[src/verilog/atop_pkg.sv]
// RISC-V atomic opcodes
// Opcode encoding, the data word type and helpers that classify an opcode
// for the atomic resolver.

`default_nettype none

package atop_pkg;

  // One RISC-V data word, the only width the ALU handles
  typedef logic [31:0] word_t;

  // Code points follow the OBI atop field
  typedef enum logic [5:0] {
    ATOP_NONE = 6'h00,
    AMO_ADD   = 6'h20,
    AMO_SWAP  = 6'h21,
    ATOP_LR   = 6'h22,
    ATOP_SC   = 6'h23,
    AMO_XOR   = 6'h24,
    AMO_OR    = 6'h28,
    AMO_AND   = 6'h2C,
    AMO_MIN   = 6'h30,
    AMO_MAX   = 6'h34,
    AMO_MINU  = 6'h38,
    AMO_MAXU  = 6'h3C
  } atop_e;

  // Any atomic code that is neither LR nor SC is a read-modify-write
  function automatic logic is_amo(atop_e op);
    return op[5] && (op != ATOP_LR) && (op != ATOP_SC);
  endfunction

  // True for the nine operations the ALU implements
  function automatic logic is_amo_read(atop_e op);
    return op inside {AMO_SWAP, AMO_ADD, AMO_XOR, AMO_AND, AMO_OR,
                      AMO_MIN, AMO_MAX, AMO_MINU, AMO_MAXU};
  endfunction

endpackage

`default_nettype wire

[src/verilog/obi_bus_pkg.sv]
// OBI bus types
// Widths and request/response structs of the subordinate and manager sides
// of the atomic resolver.

`default_nettype none

package obi_bus_pkg;

  parameter int AddrWidth = 32;
  parameter int IdWidth   = 4;

  typedef logic [AddrWidth-1:0] addr_t;
  typedef logic [IdWidth-1:0]   id_t;
  typedef logic [3:0]           be_t;

  // Subordinate side, carries the atomic opcode and the response ready
  typedef struct packed {
    logic            req;
    logic            we;
    addr_t           addr;
    atop_pkg::word_t wdata;
    be_t             be;
    id_t             aid;
    atop_pkg::atop_e atop;
    logic            rready;
  } sbr_req_t;

  typedef struct packed {
    logic            gnt;
    logic            rvalid;
    atop_pkg::word_t rdata;
    id_t             rid;
    logic            err;
    logic            exokay;
  } sbr_rsp_t;

  // Manager side toward memory, plain reads and writes only
  typedef struct packed {
    logic            req;
    logic            we;
    addr_t           addr;
    atop_pkg::word_t wdata;
    be_t             be;
    id_t             aid;
  } mgr_req_t;

  typedef struct packed {
    logic            gnt;
    logic            rvalid;
    atop_pkg::word_t rdata;
    logic            err;
  } mgr_rsp_t;

endpackage

`default_nettype wire
[src/verilog/atop_amo_unit.sv]
// AMO execution unit
// Captures an accepted atomic, takes the old memory word from the read
// response and requests the write of the ALU result on the manager port.

`default_nettype none

module atop_amo_unit (
  input  logic               clk_i,
  input  logic               rst_ni,
  input  logic               sbr_fire_i,
  input  atop_pkg::atop_e    atop_i,
  input  obi_bus_pkg::addr_t addr_i,
  input  obi_bus_pkg::id_t   aid_i,
  input  atop_pkg::word_t    wdata_i,
  input  logic               rvalid_i,
  input  atop_pkg::word_t    rdata_i,
  input  logic               wb_gnt_i,
  output logic               amo_busy_o,
  output logic               amo_rd_o,
  output obi_bus_pkg::addr_t wb_addr_o,
  output obi_bus_pkg::id_t   wb_aid_o,
  output atop_pkg::word_t    wb_data_o
);
  import atop_pkg::*;
  import obi_bus_pkg::*;

  typedef enum logic {
    AmoIdle,
    AmoWriteBack
  } amo_state_e;

  amo_state_e state_q, state_d;
  atop_e      op_q;
  addr_t      addr_q;
  id_t        aid_q;
  word_t      operand_b_q;
  word_t      mem_word_q;
  word_t      operand_a;
  word_t      result;
  logic       load_amo;
  logic       lt_signed;
  logic       lt_unsigned;

  assign load_amo   = sbr_fire_i && is_amo(atop_i);
  assign amo_busy_o = (state_q == AmoWriteBack);
  // The read half goes out with we forced low by the arbiter
  assign amo_rd_o   = (state_q == AmoIdle) && is_amo_read(atop_i);

  always_comb begin
    state_d = state_q;
    unique case (state_q)
      AmoIdle:      if (load_amo) state_d = AmoWriteBack;
      AmoWriteBack: if (wb_gnt_i) state_d = AmoIdle;
      default:      state_d = AmoIdle;
    endcase
  end

  always_ff @(posedge clk_i or negedge rst_ni) begin
    if (!rst_ni) begin
      state_q <= AmoIdle;
      op_q    <= ATOP_NONE;
    end else begin
      state_q <= state_d;
      if (load_amo) op_q <= atop_i;
    end
  end

  // Operands and the held memory word
  always_ff @(posedge clk_i) begin
    if (load_amo) begin
      addr_q      <= addr_i;
      aid_q       <= aid_i;
      operand_b_q <= wdata_i;
    end
    if (amo_busy_o && rvalid_i) mem_word_q <= rdata_i;
  end

  // ----------------------------------------
  // ALU
  // ----------------------------------------

  // Memory answers in the first write-back cycle, later cycles use the copy
  assign operand_a   = rvalid_i ? rdata_i : mem_word_q;
  assign lt_signed   = $signed(operand_a) < $signed(operand_b_q);
  assign lt_unsigned = operand_a < operand_b_q;

  always_comb begin
    unique case (op_q)
      AMO_SWAP: result = operand_b_q;
      AMO_ADD:  result = operand_a + operand_b_q;
      AMO_XOR:  result = operand_a ^ operand_b_q;
      AMO_AND:  result = operand_a & operand_b_q;
      AMO_OR:   result = operand_a | operand_b_q;
      AMO_MIN:  result = lt_signed ? operand_a : operand_b_q;
      AMO_MAX:  result = lt_signed ? operand_b_q : operand_a;
      AMO_MINU: result = lt_unsigned ? operand_a : operand_b_q;
      AMO_MAXU: result = lt_unsigned ? operand_b_q : operand_a;
      default:  result = '0;
    endcase
  end

  assign wb_addr_o = addr_q;
  assign wb_aid_o  = aid_q;
  assign wb_data_o = result;

  // Memory must return the old word right after the read grant
  assert property (@(posedge clk_i) disable iff (!rst_ni)
    $rose(amo_busy_o) |-> rvalid_i)
    else $error("No read data in the first AMO write-back cycle");

endmodule

`default_nettype wire

[src/verilog/atop_lrsc_monitor.sv]
// LR/SC reservation monitor
// Tracks one reservation (address and requester) and decides whether a
// store-conditional may write to memory.

`default_nettype none

module atop_lrsc_monitor #(
  parameter bit LrScEnable = 1'b1
) (
  input  logic               clk_i,
  input  logic               rst_ni,
  input  logic               sbr_fire_i,
  input  logic               we_i,
  input  obi_bus_pkg::addr_t addr_i,
  input  obi_bus_pkg::id_t   aid_i,
  input  atop_pkg::atop_e    atop_i,
  output logic               sc_we_o,
  output logic               is_sc_q_o,
  output logic               sc_ok_q_o
);
  import atop_pkg::*;
  import obi_bus_pkg::*;

  if (LrScEnable) begin : gen_lrsc
    typedef struct packed {
      logic  valid;
      addr_t addr;
      id_t   owner;
    } reservation_t;

    reservation_t res_q, res_d;
    logic         owner_match;
    logic         addr_match;
    logic         sc_ok_d;

    assign owner_match = res_q.valid && (res_q.owner == aid_i);
    assign addr_match  = (res_q.addr == addr_i);

    // Decided before the grant, so the manager write enable can follow it
    assign sc_we_o = (atop_i == ATOP_SC) && owner_match && addr_match;

    always_comb begin
      res_d   = res_q;
      sc_ok_d = 1'b0;
      if (sbr_fire_i) begin
        // A requester never steals a live reservation from another one
        if ((atop_i == ATOP_LR) && (!res_q.valid || (res_q.owner == aid_i))) begin
          res_d   = '{valid: 1'b1, addr: addr_i, owner: aid_i};
          sc_ok_d = 1'b1;
        end
        // Stores from anyone else to the reserved word break the reservation
        if ((res_q.owner != aid_i) && addr_match && (we_i || is_amo(atop_i))) begin
          res_d.valid = 1'b0;
        end
        if ((atop_i == ATOP_SC) && owner_match) begin
          res_d.valid = 1'b0;
          sc_ok_d     = addr_match;
        end
      end
    end

    always_ff @(posedge clk_i or negedge rst_ni) begin
      if (!rst_ni) begin
        res_q     <= '0;
        is_sc_q_o <= 1'b0;
        sc_ok_q_o <= 1'b0;
      end else begin
        res_q     <= res_d;
        is_sc_q_o <= sbr_fire_i && (atop_i == ATOP_SC);
        sc_ok_q_o <= sc_ok_d;
      end
    end
  end else begin : gen_no_lrsc
    assign sc_we_o   = 1'b0;
    assign is_sc_q_o = 1'b0;
    assign sc_ok_q_o = 1'b0;
  end

  // exokay may only come from an LR or an SC accepted one cycle earlier
  assert property (@(posedge clk_i) disable iff (!rst_ni)
    sc_ok_q_o |-> (is_sc_q_o || $past(sbr_fire_i && (atop_i == ATOP_LR))))
    else $error("exokay raised without a preceding LR or SC");

endmodule

`default_nettype wire

[src/verilog/atop_req_arbiter.sv]
// Manager request arbiter
// Chooses between the subordinate request and the AMO write-back, applies
// the SC and AMO write-enable overrides and forms the subordinate grant.

`default_nettype none

module atop_req_arbiter (
  input  obi_bus_pkg::sbr_req_t sbr_req_i,
  input  logic                  mgr_gnt_i,
  input  logic                  rsp_room_i,
  input  logic                  sc_we_i,
  input  logic                  amo_busy_i,
  input  logic                  amo_rd_i,
  input  obi_bus_pkg::addr_t    wb_addr_i,
  input  obi_bus_pkg::id_t      wb_aid_i,
  input  atop_pkg::word_t       wb_data_i,
  output obi_bus_pkg::mgr_req_t mgr_req_o,
  output logic                  sbr_gnt_o,
  output logic                  sbr_fire_o,
  output logic                  wb_gnt_o,
  output logic                  wb_issue_o
);
  import atop_pkg::*;

  always_comb begin
    // Pass-through, held back while the response queue is full
    mgr_req_o.req   = sbr_req_i.req && rsp_room_i;
    mgr_req_o.we    = sbr_req_i.we;
    mgr_req_o.addr  = sbr_req_i.addr;
    mgr_req_o.wdata = sbr_req_i.wdata;
    mgr_req_o.be    = sbr_req_i.be;
    mgr_req_o.aid   = sbr_req_i.aid;
    if (sbr_req_i.atop == ATOP_SC) begin
      mgr_req_o.we = sc_we_i;
    end else if (amo_rd_i) begin
      mgr_req_o.we = 1'b0;
    end
    sbr_gnt_o = mgr_gnt_i && rsp_room_i;
    wb_gnt_o  = 1'b0;

    // The AMO write-back owns the port until memory takes it
    if (amo_busy_i) begin
      mgr_req_o = '{req: 1'b1, we: 1'b1, addr: wb_addr_i, wdata: wb_data_i,
                    be: '1, aid: wb_aid_i};
      sbr_gnt_o = 1'b0;
      wb_gnt_o  = mgr_gnt_i;
    end
  end

  assign sbr_fire_o = sbr_req_i.req && sbr_gnt_o;
  // The write-back response is not returned upstream
  assign wb_issue_o = wb_gnt_o;

  always_comb begin
    assert final (!(sbr_gnt_o && amo_busy_i))
      else $error("Subordinate granted during an AMO write-back");
  end

endmodule

`default_nettype wire

[src/verilog/atop_rsp_queue.sv]
// Response queue
// Holds response IDs from accept time and read data from memory until the
// subordinate takes them. The data side falls through when empty.

`default_nettype none

module atop_rsp_queue #(
  parameter int RspDepth = 2
) (
  input  logic                  clk_i,
  input  logic                  rst_ni,
  input  logic                  sbr_fire_i,
  input  obi_bus_pkg::id_t      aid_i,
  input  logic                  wb_issue_i,
  input  logic                  mgr_rvalid_i,
  input  atop_pkg::word_t       mgr_rdata_i,
  input  logic                  mgr_err_i,
  input  logic                  is_sc_q_i,
  input  logic                  sc_ok_q_i,
  input  logic                  rready_i,
  output obi_bus_pkg::sbr_rsp_t rsp_o,
  output logic                  rsp_room_o
);
  import atop_pkg::*;
  import obi_bus_pkg::*;

  localparam int PtrWidth = (RspDepth > 1) ? $clog2(RspDepth) : 1;
  localparam int CntWidth = $clog2(RspDepth + 1);

  typedef logic [PtrWidth-1:0] ptr_t;
  typedef logic [CntWidth-1:0] cnt_t;

  typedef struct packed {
    word_t rdata;
    logic  err;
    logic  exokay;
  } rsp_data_t;

  id_t       id_mem   [RspDepth];
  rsp_data_t data_mem [RspDepth];
  ptr_t      id_wr_q, id_rd_q, data_wr_q, data_rd_q;
  cnt_t      id_cnt_q, data_cnt_q;
  logic      wb_last_q;
  logic      id_empty, id_full, data_empty, data_full;
  logic      data_push, data_write, data_pop, pop;
  rsp_data_t data_in, data_out;

  function automatic ptr_t next_ptr(ptr_t ptr);
    return (ptr == ptr_t'(RspDepth - 1)) ? '0 : ptr + 1'b1;
  endfunction

  assign id_empty   = (id_cnt_q == '0);
  assign id_full    = (id_cnt_q == cnt_t'(RspDepth));
  assign data_empty = (data_cnt_q == '0);
  assign data_full  = (data_cnt_q == cnt_t'(RspDepth));

  // Every granted request holds an ID slot until its response leaves
  assign rsp_room_o = !id_full;

  // SC answers 0 on success and 1 on failure instead of the memory word
  assign data_in.rdata  = is_sc_q_i ? word_t'(!sc_ok_q_i) : mgr_rdata_i;
  assign data_in.err    = mgr_err_i;
  assign data_in.exokay = sc_ok_q_i;

  assign data_push  = mgr_rvalid_i && !wb_last_q;
  assign data_out   = data_empty ? data_in : data_mem[data_rd_q];
  assign pop        = rsp_o.rvalid && rready_i;
  assign data_pop   = pop && !data_empty;
  assign data_write = data_push && !(data_empty && pop);

  assign rsp_o = '{gnt: 1'b0, rvalid: !id_empty && (!data_empty || data_push),
                   rdata: data_out.rdata, rid: id_mem[id_rd_q],
                   err: data_out.err, exokay: data_out.exokay};

  always_ff @(posedge clk_i or negedge rst_ni) begin
    if (!rst_ni) begin
      wb_last_q  <= 1'b0;
      id_wr_q    <= '0;
      id_rd_q    <= '0;
      id_cnt_q   <= '0;
      data_wr_q  <= '0;
      data_rd_q  <= '0;
      data_cnt_q <= '0;
    end else begin
      wb_last_q <= wb_issue_i;
      if (sbr_fire_i) id_wr_q <= next_ptr(id_wr_q);
      if (pop) id_rd_q <= next_ptr(id_rd_q);
      if (sbr_fire_i && !pop) begin
        id_cnt_q <= id_cnt_q + 1'b1;
      end else if (!sbr_fire_i && pop) begin
        id_cnt_q <= id_cnt_q - 1'b1;
      end
      if (data_write) data_wr_q <= next_ptr(data_wr_q);
      if (data_pop) data_rd_q <= next_ptr(data_rd_q);
      if (data_write && !data_pop) begin
        data_cnt_q <= data_cnt_q + 1'b1;
      end else if (!data_write && data_pop) begin
        data_cnt_q <= data_cnt_q - 1'b1;
      end
    end
  end

  always_ff @(posedge clk_i) begin
    if (sbr_fire_i) id_mem[id_wr_q] <= aid_i;
    if (data_write) data_mem[data_wr_q] <= data_in;
  end

  // Grant gating must leave room for every response in flight
  assert property (@(posedge clk_i) disable iff (!rst_ni)
    data_push |-> !data_full)
    else $error("Read data pushed into a full response queue");

endmodule

`default_nettype wire

[src/verilog/obi_atop_resolver.sv]
// OBI atomic resolver
// Turns RISC-V atomics on the subordinate port into plain reads and writes
// on the manager port, for a memory region it owns exclusively.

`default_nettype none

module obi_atop_resolver #(
  parameter bit LrScEnable = 1'b1,
  parameter int RspDepth   = 2
) (
  input  logic                  clk_i,
  input  logic                  rst_ni,
  input  obi_bus_pkg::sbr_req_t sbr_req_i,
  output obi_bus_pkg::sbr_rsp_t sbr_rsp_o,
  output obi_bus_pkg::mgr_req_t mgr_req_o,
  input  obi_bus_pkg::mgr_rsp_t mgr_rsp_i
);
  import atop_pkg::*;
  import obi_bus_pkg::*;

  logic     sbr_fire, sbr_gnt, sc_we, is_sc_q, sc_ok_q;
  logic     amo_busy, amo_rd, wb_gnt, wb_issue, rsp_room;
  addr_t    wb_addr;
  id_t      wb_aid;
  word_t    wb_data;
  sbr_rsp_t queue_rsp;

  atop_lrsc_monitor #(.LrScEnable(LrScEnable)) atop_lrsc_monitor_i (
    .clk_i, .rst_ni, .sbr_fire_i(sbr_fire), .we_i(sbr_req_i.we),
    .addr_i(sbr_req_i.addr), .aid_i(sbr_req_i.aid), .atop_i(sbr_req_i.atop),
    .sc_we_o(sc_we), .is_sc_q_o(is_sc_q), .sc_ok_q_o(sc_ok_q)
  );

  atop_amo_unit atop_amo_unit_i (
    .clk_i, .rst_ni, .sbr_fire_i(sbr_fire), .atop_i(sbr_req_i.atop),
    .addr_i(sbr_req_i.addr), .aid_i(sbr_req_i.aid), .wdata_i(sbr_req_i.wdata),
    .rvalid_i(mgr_rsp_i.rvalid), .rdata_i(mgr_rsp_i.rdata), .wb_gnt_i(wb_gnt),
    .amo_busy_o(amo_busy), .amo_rd_o(amo_rd), .wb_addr_o(wb_addr),
    .wb_aid_o(wb_aid), .wb_data_o(wb_data)
  );

  atop_req_arbiter atop_req_arbiter_i (
    .sbr_req_i, .mgr_gnt_i(mgr_rsp_i.gnt), .rsp_room_i(rsp_room), .sc_we_i(sc_we),
    .amo_busy_i(amo_busy), .amo_rd_i(amo_rd), .wb_addr_i(wb_addr), .wb_aid_i(wb_aid),
    .wb_data_i(wb_data), .mgr_req_o, .sbr_gnt_o(sbr_gnt), .sbr_fire_o(sbr_fire),
    .wb_gnt_o(wb_gnt), .wb_issue_o(wb_issue)
  );

  atop_rsp_queue #(.RspDepth(RspDepth)) atop_rsp_queue_i (
    .clk_i, .rst_ni, .sbr_fire_i(sbr_fire), .aid_i(sbr_req_i.aid),
    .wb_issue_i(wb_issue), .mgr_rvalid_i(mgr_rsp_i.rvalid), .mgr_rdata_i(mgr_rsp_i.rdata),
    .mgr_err_i(mgr_rsp_i.err), .is_sc_q_i(is_sc_q), .sc_ok_q_i(sc_ok_q),
    .rready_i(sbr_req_i.rready), .rsp_o(queue_rsp), .rsp_room_o(rsp_room)
  );

  // The grant comes from the arbiter, the rest of the response from the queue
  assign sbr_rsp_o = '{gnt: sbr_gnt, rvalid: queue_rsp.rvalid, rdata: queue_rsp.rdata,
                       rid: queue_rsp.rid, err: queue_rsp.err, exokay: queue_rsp.exokay};

endmodule

`default_nettype wire

[config.mk]
export PLATFORM = sky130hd
export DESIGN_NAME = obi_atop_resolver
export DESIGN_NICKNAME = d
export VERILOG_FILES = /design/src/verilog/atop_pkg.sv /design/src/verilog/obi_bus_pkg.sv /design/src/verilog/atop_amo_unit.sv /design/src/verilog/atop_lrsc_monitor.sv /design/src/verilog/atop_req_arbiter.sv /design/src/verilog/atop_rsp_queue.sv /design/src/verilog/obi_atop_resolver.sv
export SDC_FILE = /design/constraint.sdc
export NUM_CORES = 1
export LEC_CHECK = 0
export BUFFER_PORTS_ARGS = -buffer_cell sky130_fd_sc_hd__buf_2
export CAP_MARGIN = 10
export CORE_MARGIN = 5
export CORE_UTILIZATION = 40
export CTS_CLUSTER_DIAMETER = 150
export DETAILED_ROUTE_END_ITERATION = 8
export GPL_TIMING_DRIVEN = 1
export PLACE_DENSITY = 0.58
export SYNTH_ARGS = -nofsm -noshare
export SYNTH_HDL_FRONTEND = slang
export SYNTH_SLANG_ARGS = --single-unit
[constraint.sdc]
create_clock -name clk_i -period 5.96 [get_ports clk_i]
set_input_delay 1.192 -clock clk_i [delete_from_list [all_inputs] [get_ports clk_i]]
set_output_delay 1.192 -clock clk_i [all_outputs]
set_load 0.1 [all_outputs]
==> impl_metrics.toml, run 1 <==
[critical_path]
cpPeakStageDelay_ns = 0.38
cp-endpoint = "mgr_req_o[26]"
timing.rr.start = "atop_amo_unit_i.amo_busy_o"
reg2reg_setup_slack_ns = 2.76
required_ns = 4.77
cp-start-kind = "primary input"
r2r-end = "atop_amo_unit_i.op_q[3]"
slowest_stage = "mux2_2"
crit_start = "mgr_rsp_i[33]"
crit_arrival_ns = 4.66
cp_top_family = "buffers and inverters"
end_kind = "output pin"
crit_chain = "buf_8 -> buf_12 -> buf_12 -> mux2_2 -> inv_1 -> ha_1 -> nor2_1 -> nand4_1 -> a311oi_2 -> nand2_1 -> o21ai_4 -> xnor3_1 -> nor2b_4 -> buf_12 -> buf_4 -> a221oi_4 -> a21oi_4 -> buf_12"
crit_cells = 18
rr_worst_depth = 6
path_max_fanout = 14
worst-path-buf-inv = 7
crit_type = "in2out"
crit_path_frequent_cell = "buf_12"

[layout]
final_layout_size_suffix_gt1_share_pct = 35.5
syn2layout_area_growth_pct = 31.1
final_cell_mix = "buf_2 (198), edfxtp_1 (176), buf_4 (106), mux2_2 (102), ha_1 (98)"
fin_area_mm2 = 0.0193
final_nets = 1866
final_common_cell = "buf_2"

[pwr]
total_leakage_power_nw = 7.92
totalPowerFinal_mw = 8.52
power.ir.vdd_worst_mv = 0.373
powerDensity_mw_per_mm2 = 442

[placement]
post_dp_cell_area_mm2 = 0.0180
gp_congestion = 0.898
preCtsSetupSlack_ns = -0.256
portBuffers = 231
dp_hpwl_mm = 32.3

[timing]
finalSetupViolCount = 0
worst_slack_ns = 0.107
slew_headroom_pct = 21.2
hold_viol = 0
fin_worst_skew_ns = 0.0162
worst_slew_pin_slew_ns = 1.18
fin_tns_setup_ns = 0
fmax_mhz = 171
rsz0062_at_grt = "no"
drv_slew = 0
fin_crit_ns = 5.85
timing.final.crit_share_pct = 98.2

[floorplanning]
core-area_mm2 = 0.0364
die_h_um = 202
fp.dieW_um = 202
dieArea_mm2 = 0.0407
initial_core_util_pct = 40.3
rows = 70
ios = 232

[drt]
routed_wl_mm = 43.7
dr_total_vias = 11620
drcViolationCount = 0
firstDrtPassIters = 5
avgViaCountPerCell = 5.43
drt_iter0_markers = 795
detail-route-antenna-nets = 0
drt-wirelength-per-cell_um = 20.4

[yosys]
yosys_most_used_dff = "edfxtp_1"
syn_area_mm2 = 0.0147
ys_seq_elements = 231
synth-edff-count = 176
syn_inst = 1353
ys_seq_area_share_pct = 45.3
synth_warnings = 0
synthArstFlopShare_pct = 23.8
avgSynthCellArea_um2 = 10.9
synth.distinct_cells = 70
synth_nets = 1572

[grt]
grt_pass1_vias = 11731
grt_antenna_before_repair = 8
grt_max_degree = 65
grtUsageTotal_pct = 20.7
grt_pass1_wl_mm = 67.6
gr-total-overflow = 0

[flow_run]
maxCapViolCount = 0

[clock_network]
insertion_delay_ns = 0.56
numCtsBuffers = 27
clock_sinks = 231
cts_tree = "done"
clk_path_buf_depth = 3
clk_pin_slew_worst_paths_ns = 0.06
clockRootBuffer = "clkbuf_16"
h-tree-depth = 1

[hold_path]
hold_class = "reg2reg"

[outcome]
status = "finished, final reports clean"
[cell families (layout without fill, tap and decap cells)]
group,Yosys count,in the layout,synth area share (%)
mux,156,156,11.7
other cells,0,3,0
flops,231,231,45.3
compound gates,312,312,14.7
simple gates,314,314,10.5
xor+xnor,73,73,4.54
buf+inv,166,481,4.58
fa+ha+maj,101,101,8.65
[timing repair]
item                       in CTS  in global routing
setup buffers                   0                  3
hold buffers                    0                  0
setup endpoints to repair      18                 31
cloned                          0                  1
gates resized for setup        13                 50
pin swaps                       5                 18
[cell type report]
type                       count  area, um^2
antenna                        3        7.51
sequential                   231        6660
multi-input combinational    956        8190
fill                        3272       17200
tap                          468         586
inverter                      87         329
clock inverter                12         158
clock buffer                  38         747
timing repair buffer         344        2580
[worst min path at each step]
stage | startpoint | end | slack [ns] | cells after the start
floorplan | atop_amo_unit_i.op_q[5] | atop_amo_unit_i.op_q[5] | 0.44 | 1
global placement | atop_amo_unit_i.op_q[5] | atop_amo_unit_i.op_q[5] | 0.45 | 1
detailed placement | atop_amo_unit_i.op_q[5] | atop_amo_unit_i.op_q[5] | 0.46 | 1
CTS | atop_amo_unit_i.op_q[5] | atop_amo_unit_i.op_q[5] | 0.47 | 1
global route | atop_amo_unit_i.op_q[5] | atop_amo_unit_i.op_q[5] | 0.49 | 1
finish | atop_amo_unit_i.op_q[5] | atop_amo_unit_i.op_q[5] | 0.47 | 1
[synthesized netlist by cell type, drive strengths merged, types with 8 or more instances]
master    n  area, um^2
edfxtp  176        5290
mux2    106        1190
nor2    104         390
ha      100        1250
a21oi    98         490
inv      87         327
clkbuf   59         223
xnor2    59         517
nand2    58         218
o21ai    56         284
dfrtp    55        1380
nor2b    53         332
mux2i    48         480
a221oi   31         347
buf      20         124
nor3     19        95.1
nand3    17        85.1
a21o     15         113
nand4    14        87.6
a222oi   12         120
xor2     12         105
a22oi    11        82.6
a31oi    11        68.8
and3     10        62.6
nand2b    8        50.1
nor4      8        62.6
o21bai    8        60.1
o221ai    8        70.1
[power by group]
part | internal, mW | total, mW | switching (mW)
registers | 1.99 | 2.18 | 0.196
logic | 1.28 | 4.64 | 3.36
clock network | 1.01 | 1.70 | 0.687
total | 4.28 | 8.52 | 4.24
[per-layer routing]
layer  vias to the layer above  global-route usage, %  share of wire [%]
li1                       5574                      -                  -
met1                      5661                   29.2                 47
met2                       312                   32.7                 45
met3                        63                   4.63                5.7
met4                        10                   4.57                1.8
met5                         -                      0               0.13
[metrics by stage]
stage / cells / hold WS [ns] / utilization (%)
6_report: 2139 / 0.467 / 52.9
5_1_grt: 2138 / 0.490 / 52.9
4_1_cts: 2132 / 0.474 / 52.0
3_5_place_dp: 2082 / 0.461 / 49.3
3_3_place_gp: 2082 / 0.453 / 49.3
2_1_floorplan: 1353 / 0.441 / -
[state kept, by name, indices dropped and copies added, names as in the netlist]
register and cells:
atop_lrsc_monitor_i.sc_ok_q_o 1, atop_rsp_queue_i.wb_last_q 1, atop_rsp_queue_i.data_rd_q 1, atop_amo_unit_i.wb_aid_o 4, atop_amo_unit_i.amo_busy_o 1, atop_rsp_queue_i.data_wr_q 1
atop_rsp_queue_i.id_mem 8, atop_amo_unit_i.wb_addr_o 32, atop_rsp_queue_i.data_cnt_q 2, atop_amo_unit_i.mem_word_q 32, atop_rsp_queue_i.id_wr_q 1, atop_rsp_queue_i.id_rd_q 1
atop_lrsc_monitor_i.gen_lrsc.res_q 37, atop_amo_unit_i.op_q 6, atop_lrsc_monitor_i.is_sc_q_o 1, atop_rsp_queue_i.id_cnt_q 2, atop_rsp_queue_i.data_mem 68, atop_amo_unit_i.operand_b_q 32
(Power assumes the default switching activity.)
==> inputs of run 2 (changes only) <==
--- a/config.mk
+++ b/config.mk
@@ -7,12 +7,14 @@
 export LEC_CHECK = 0
 export BUFFER_PORTS_ARGS = -buffer_cell sky130_fd_sc_hd__buf_2
 export CAP_MARGIN = 10
+export CORE_ASPECT_RATIO = 1.1
 export CORE_MARGIN = 5
 export CORE_UTILIZATION = 40
+export CTS_BUF_LIST = sky130_fd_sc_hd__clkbuf_16
 export CTS_CLUSTER_DIAMETER = 150
 export DETAILED_ROUTE_END_ITERATION = 8
 export GPL_TIMING_DRIVEN = 1
-export PLACE_DENSITY = 0.58
+export PLACE_DENSITY = 0.56
 export SYNTH_ARGS = -nofsm -noshare
 export SYNTH_HDL_FRONTEND = slang
 export SYNTH_SLANG_ARGS = --single-unit
==> constraint.sdc (replaced) <==
create_clock -name clk_i -period 6.8 [get_ports clk_i]
set_input_delay 1.36 -clock clk_i [delete_from_list [all_inputs] [get_ports clk_i]]
set_output_delay 1.36 -clock clk_i [all_outputs]
set_load 0.1 [all_outputs]
==> run 2 against run 1 <==
  * Hold slack better by 0.0014 ns
  * Critical path depth is 1 lower
  * Non-clock buffer count is 61 lower
  * First-iteration DRC count is 26% lower
  * Cell count is 2.1% lower
  * Clock-buffer cell count is 11 lower
==> impl_metrics.toml, run 2 (synthesized netlist as in run 1, its figures left out) <==
[critical_path]
slowest_stage = "a2111oi_2"
crit_cells = 17
crit_chain = "buf_2 -> buf_12 -> mux2_2 -> inv_1 -> ha_1 -> buf_4 -> inv_1 -> a221oi_1 -> o21bai_1 -> nor4_1 -> o21ai_2 -> xnor3_1 -> nor2b_2 -> buf_4 -> a2111oi_2 -> a21oi_4 -> buf_12"
cpPeakStageDelay_ns = 0.47
crit_arrival_ns = 5.10
crit_type = "in2out"
cp-start-kind = "primary input"
cp_top_family = "compound AO/OA/AOI/OAI gates"
r2r-end = "atop_amo_unit_i.op_q[0]"
timing.rr.start = "atop_amo_unit_i.amo_busy_o"
required_ns = 5.44
rr_worst_depth = 7
path_max_fanout = 12
worst-path-buf-inv = 7
reg2reg_setup_slack_ns = 3.11
end_kind = "output pin"

[placement]
preCtsSetupSlack_ns = 0.167
dp_hpwl_mm = 31.5
post_dp_cell_area_mm2 = 0.0175
portBuffers = 231
gp_congestion = 0.855

[floorplanning]
initial_core_util_pct = 40.5
rows = 73
dieArea_mm2 = 0.0407
fp.dieW_um = 193
ios = 232
core-area_mm2 = 0.0363
die_h_um = 211

[outcome]
status = "finished, final reports clean"

[clock_network]
cts_tree = "done"
cts_repair_resize_count = 0
cts_hold_buf = 0
numCtsBuffers = 26
clk_pin_slew_worst_paths_ns = 0.06
clock_sinks = 231
cts_setup_buffers = 0
insertion_delay_ns = 0.55
clockRootBuffer = "clkbuf_16"
clk_path_buf_depth = 3
h-tree-depth = 1

[drt]
drt_iter0_markers = 585
avgViaCountPerCell = 5.40
detail-route-antenna-nets = 0
drcViolationCount = 0
firstDrtPassIters = 8
dr_total_vias = 11309
drt-wirelength-per-cell_um = 20.7
routed_wl_mm = 43.3

[layout]
syn2layout_area_growth_pct = 24.7
final_layout_size_suffix_gt1_share_pct = 31.3
largest_reg_flops = 68
final_cell_mix = "buf_2 (199), edfxtp_1 (176), mux2_2 (106), ha_1 (100), nor2_1 (97)"
final_nets = 1804
fin_area_mm2 = 0.0183
top_register = "atop_rsp_queue_i.data_mem"
final_common_cell = "buf_2"
reg_top3 = "atop_rsp_queue_i.data_mem x68, atop_lrsc_monitor_i.gen_lrsc.res_q x37"

[timing]
worst_slack_ns = 0.337
worst_slew_pin_slew_ns = 1.17
drv_slew = 0
fmax_mhz = 155
slew_headroom_pct = 21.8
fin_worst_skew_ns = 0.0124
timing.final.crit_share_pct = 95.1
hold_viol = 0
finalSetupViolCount = 0
rsz0062_at_grt = "no"
fin_tns_setup_ns = 0
fin_crit_ns = 6.46

[pwr]
total_leakage_power_nw = 7.52
totalPowerFinal_mw = 7.14
power.ir.vdd_worst_mv = 0.542
powerDensity_mw_per_mm2 = 390

[flow_run]
maxCapViolCount = 0

[grt]
grtUsageMet3_pct = 4.40
gr-total-overflow = 0
grtUsageTotal_pct = 20.7
use_met1_pct = 28.2
grt_antenna_before_repair = 6
grt_max_degree = 56
use_met2_pct = 33.5
grt_pass1_wl_mm = 66.1
grt_pass1_vias = 11433
grt-busiest-layer = "met2"

[hold_path]
hold_class = "reg2reg"
holdPathStages = 1
hold_start = "atop_rsp_queue_i.data_rd_q"
worstHoldEndpoint = "atop_rsp_queue_i.data_rd_q"
## run 2: cell type report
type / count / area [um^2]
clock inverter: 21 / 106
tap: 487 / 609
sequential: 231 / 6660
multi-input combinational: 956 / 7860
inverter: 87 / 327
fill: 3380 / 17900
clock buffer: 27 / 676
antenna: 3 / 7.51
timing repair buffer: 283 / 2080
## run 2: worst max-delay path by stage
stage / from / to / slack (ns)
finish: mgr_rsp_i[33] / mgr_req_o[35] / 0.34
global route: mgr_rsp_i[33] / mgr_req_o[37] / 0.07
CTS: mgr_rsp_i[33] / mgr_req_o[32] / 0.16
detailed placement: mgr_rsp_i[33] / mgr_req_o[32] / 0.17
global placement: mgr_rsp_i[33] / mgr_req_o[32] / 0.28
floorplan: mgr_rsp_i[33] / mgr_req_o[30] / -0.26
## run 2: routing by layer
layer  share of wire [%]  wire length (um)  vias to the layer above
li1                    -                 -                     5451
met3                 6.9              2980                       72
met1                  45             19400                     5451
met5                0.10                45                        -
met4                 2.5              1090                        8
met2                  46             19800                      327
## run 2: worst register-to-register path, cell delays in order, from the launching register on
cell	delay [ns]
dfrtp_2	0.40
clkinv_1	0.47
buf_4	0.44
nand4_1	0.32
inv_1	0.29
and3_4	0.64
buf_4	0.63
mux2_2	0.41
## run 2: where the power goes
group          total, mW  switching (mW)  internal [mW]
Sequential          1.86           0.115           1.74
Combinational       3.96            2.93           1.03
Clock               1.32           0.603          0.720
Total               7.14            3.65           3.49
## run 2: stage by stage
step / utilization (%) / cells / hold WS [ns]
floorplan: - / 1353 / 0.441
global placement: 48.3 / 2044 / 0.452
detailed placement: 48.3 / 2044 / 0.457
CTS: 50.4 / 2092 / 0.473
global route: 50.5 / 2093 / 0.496
finish: 50.5 / 2095 / 0.469
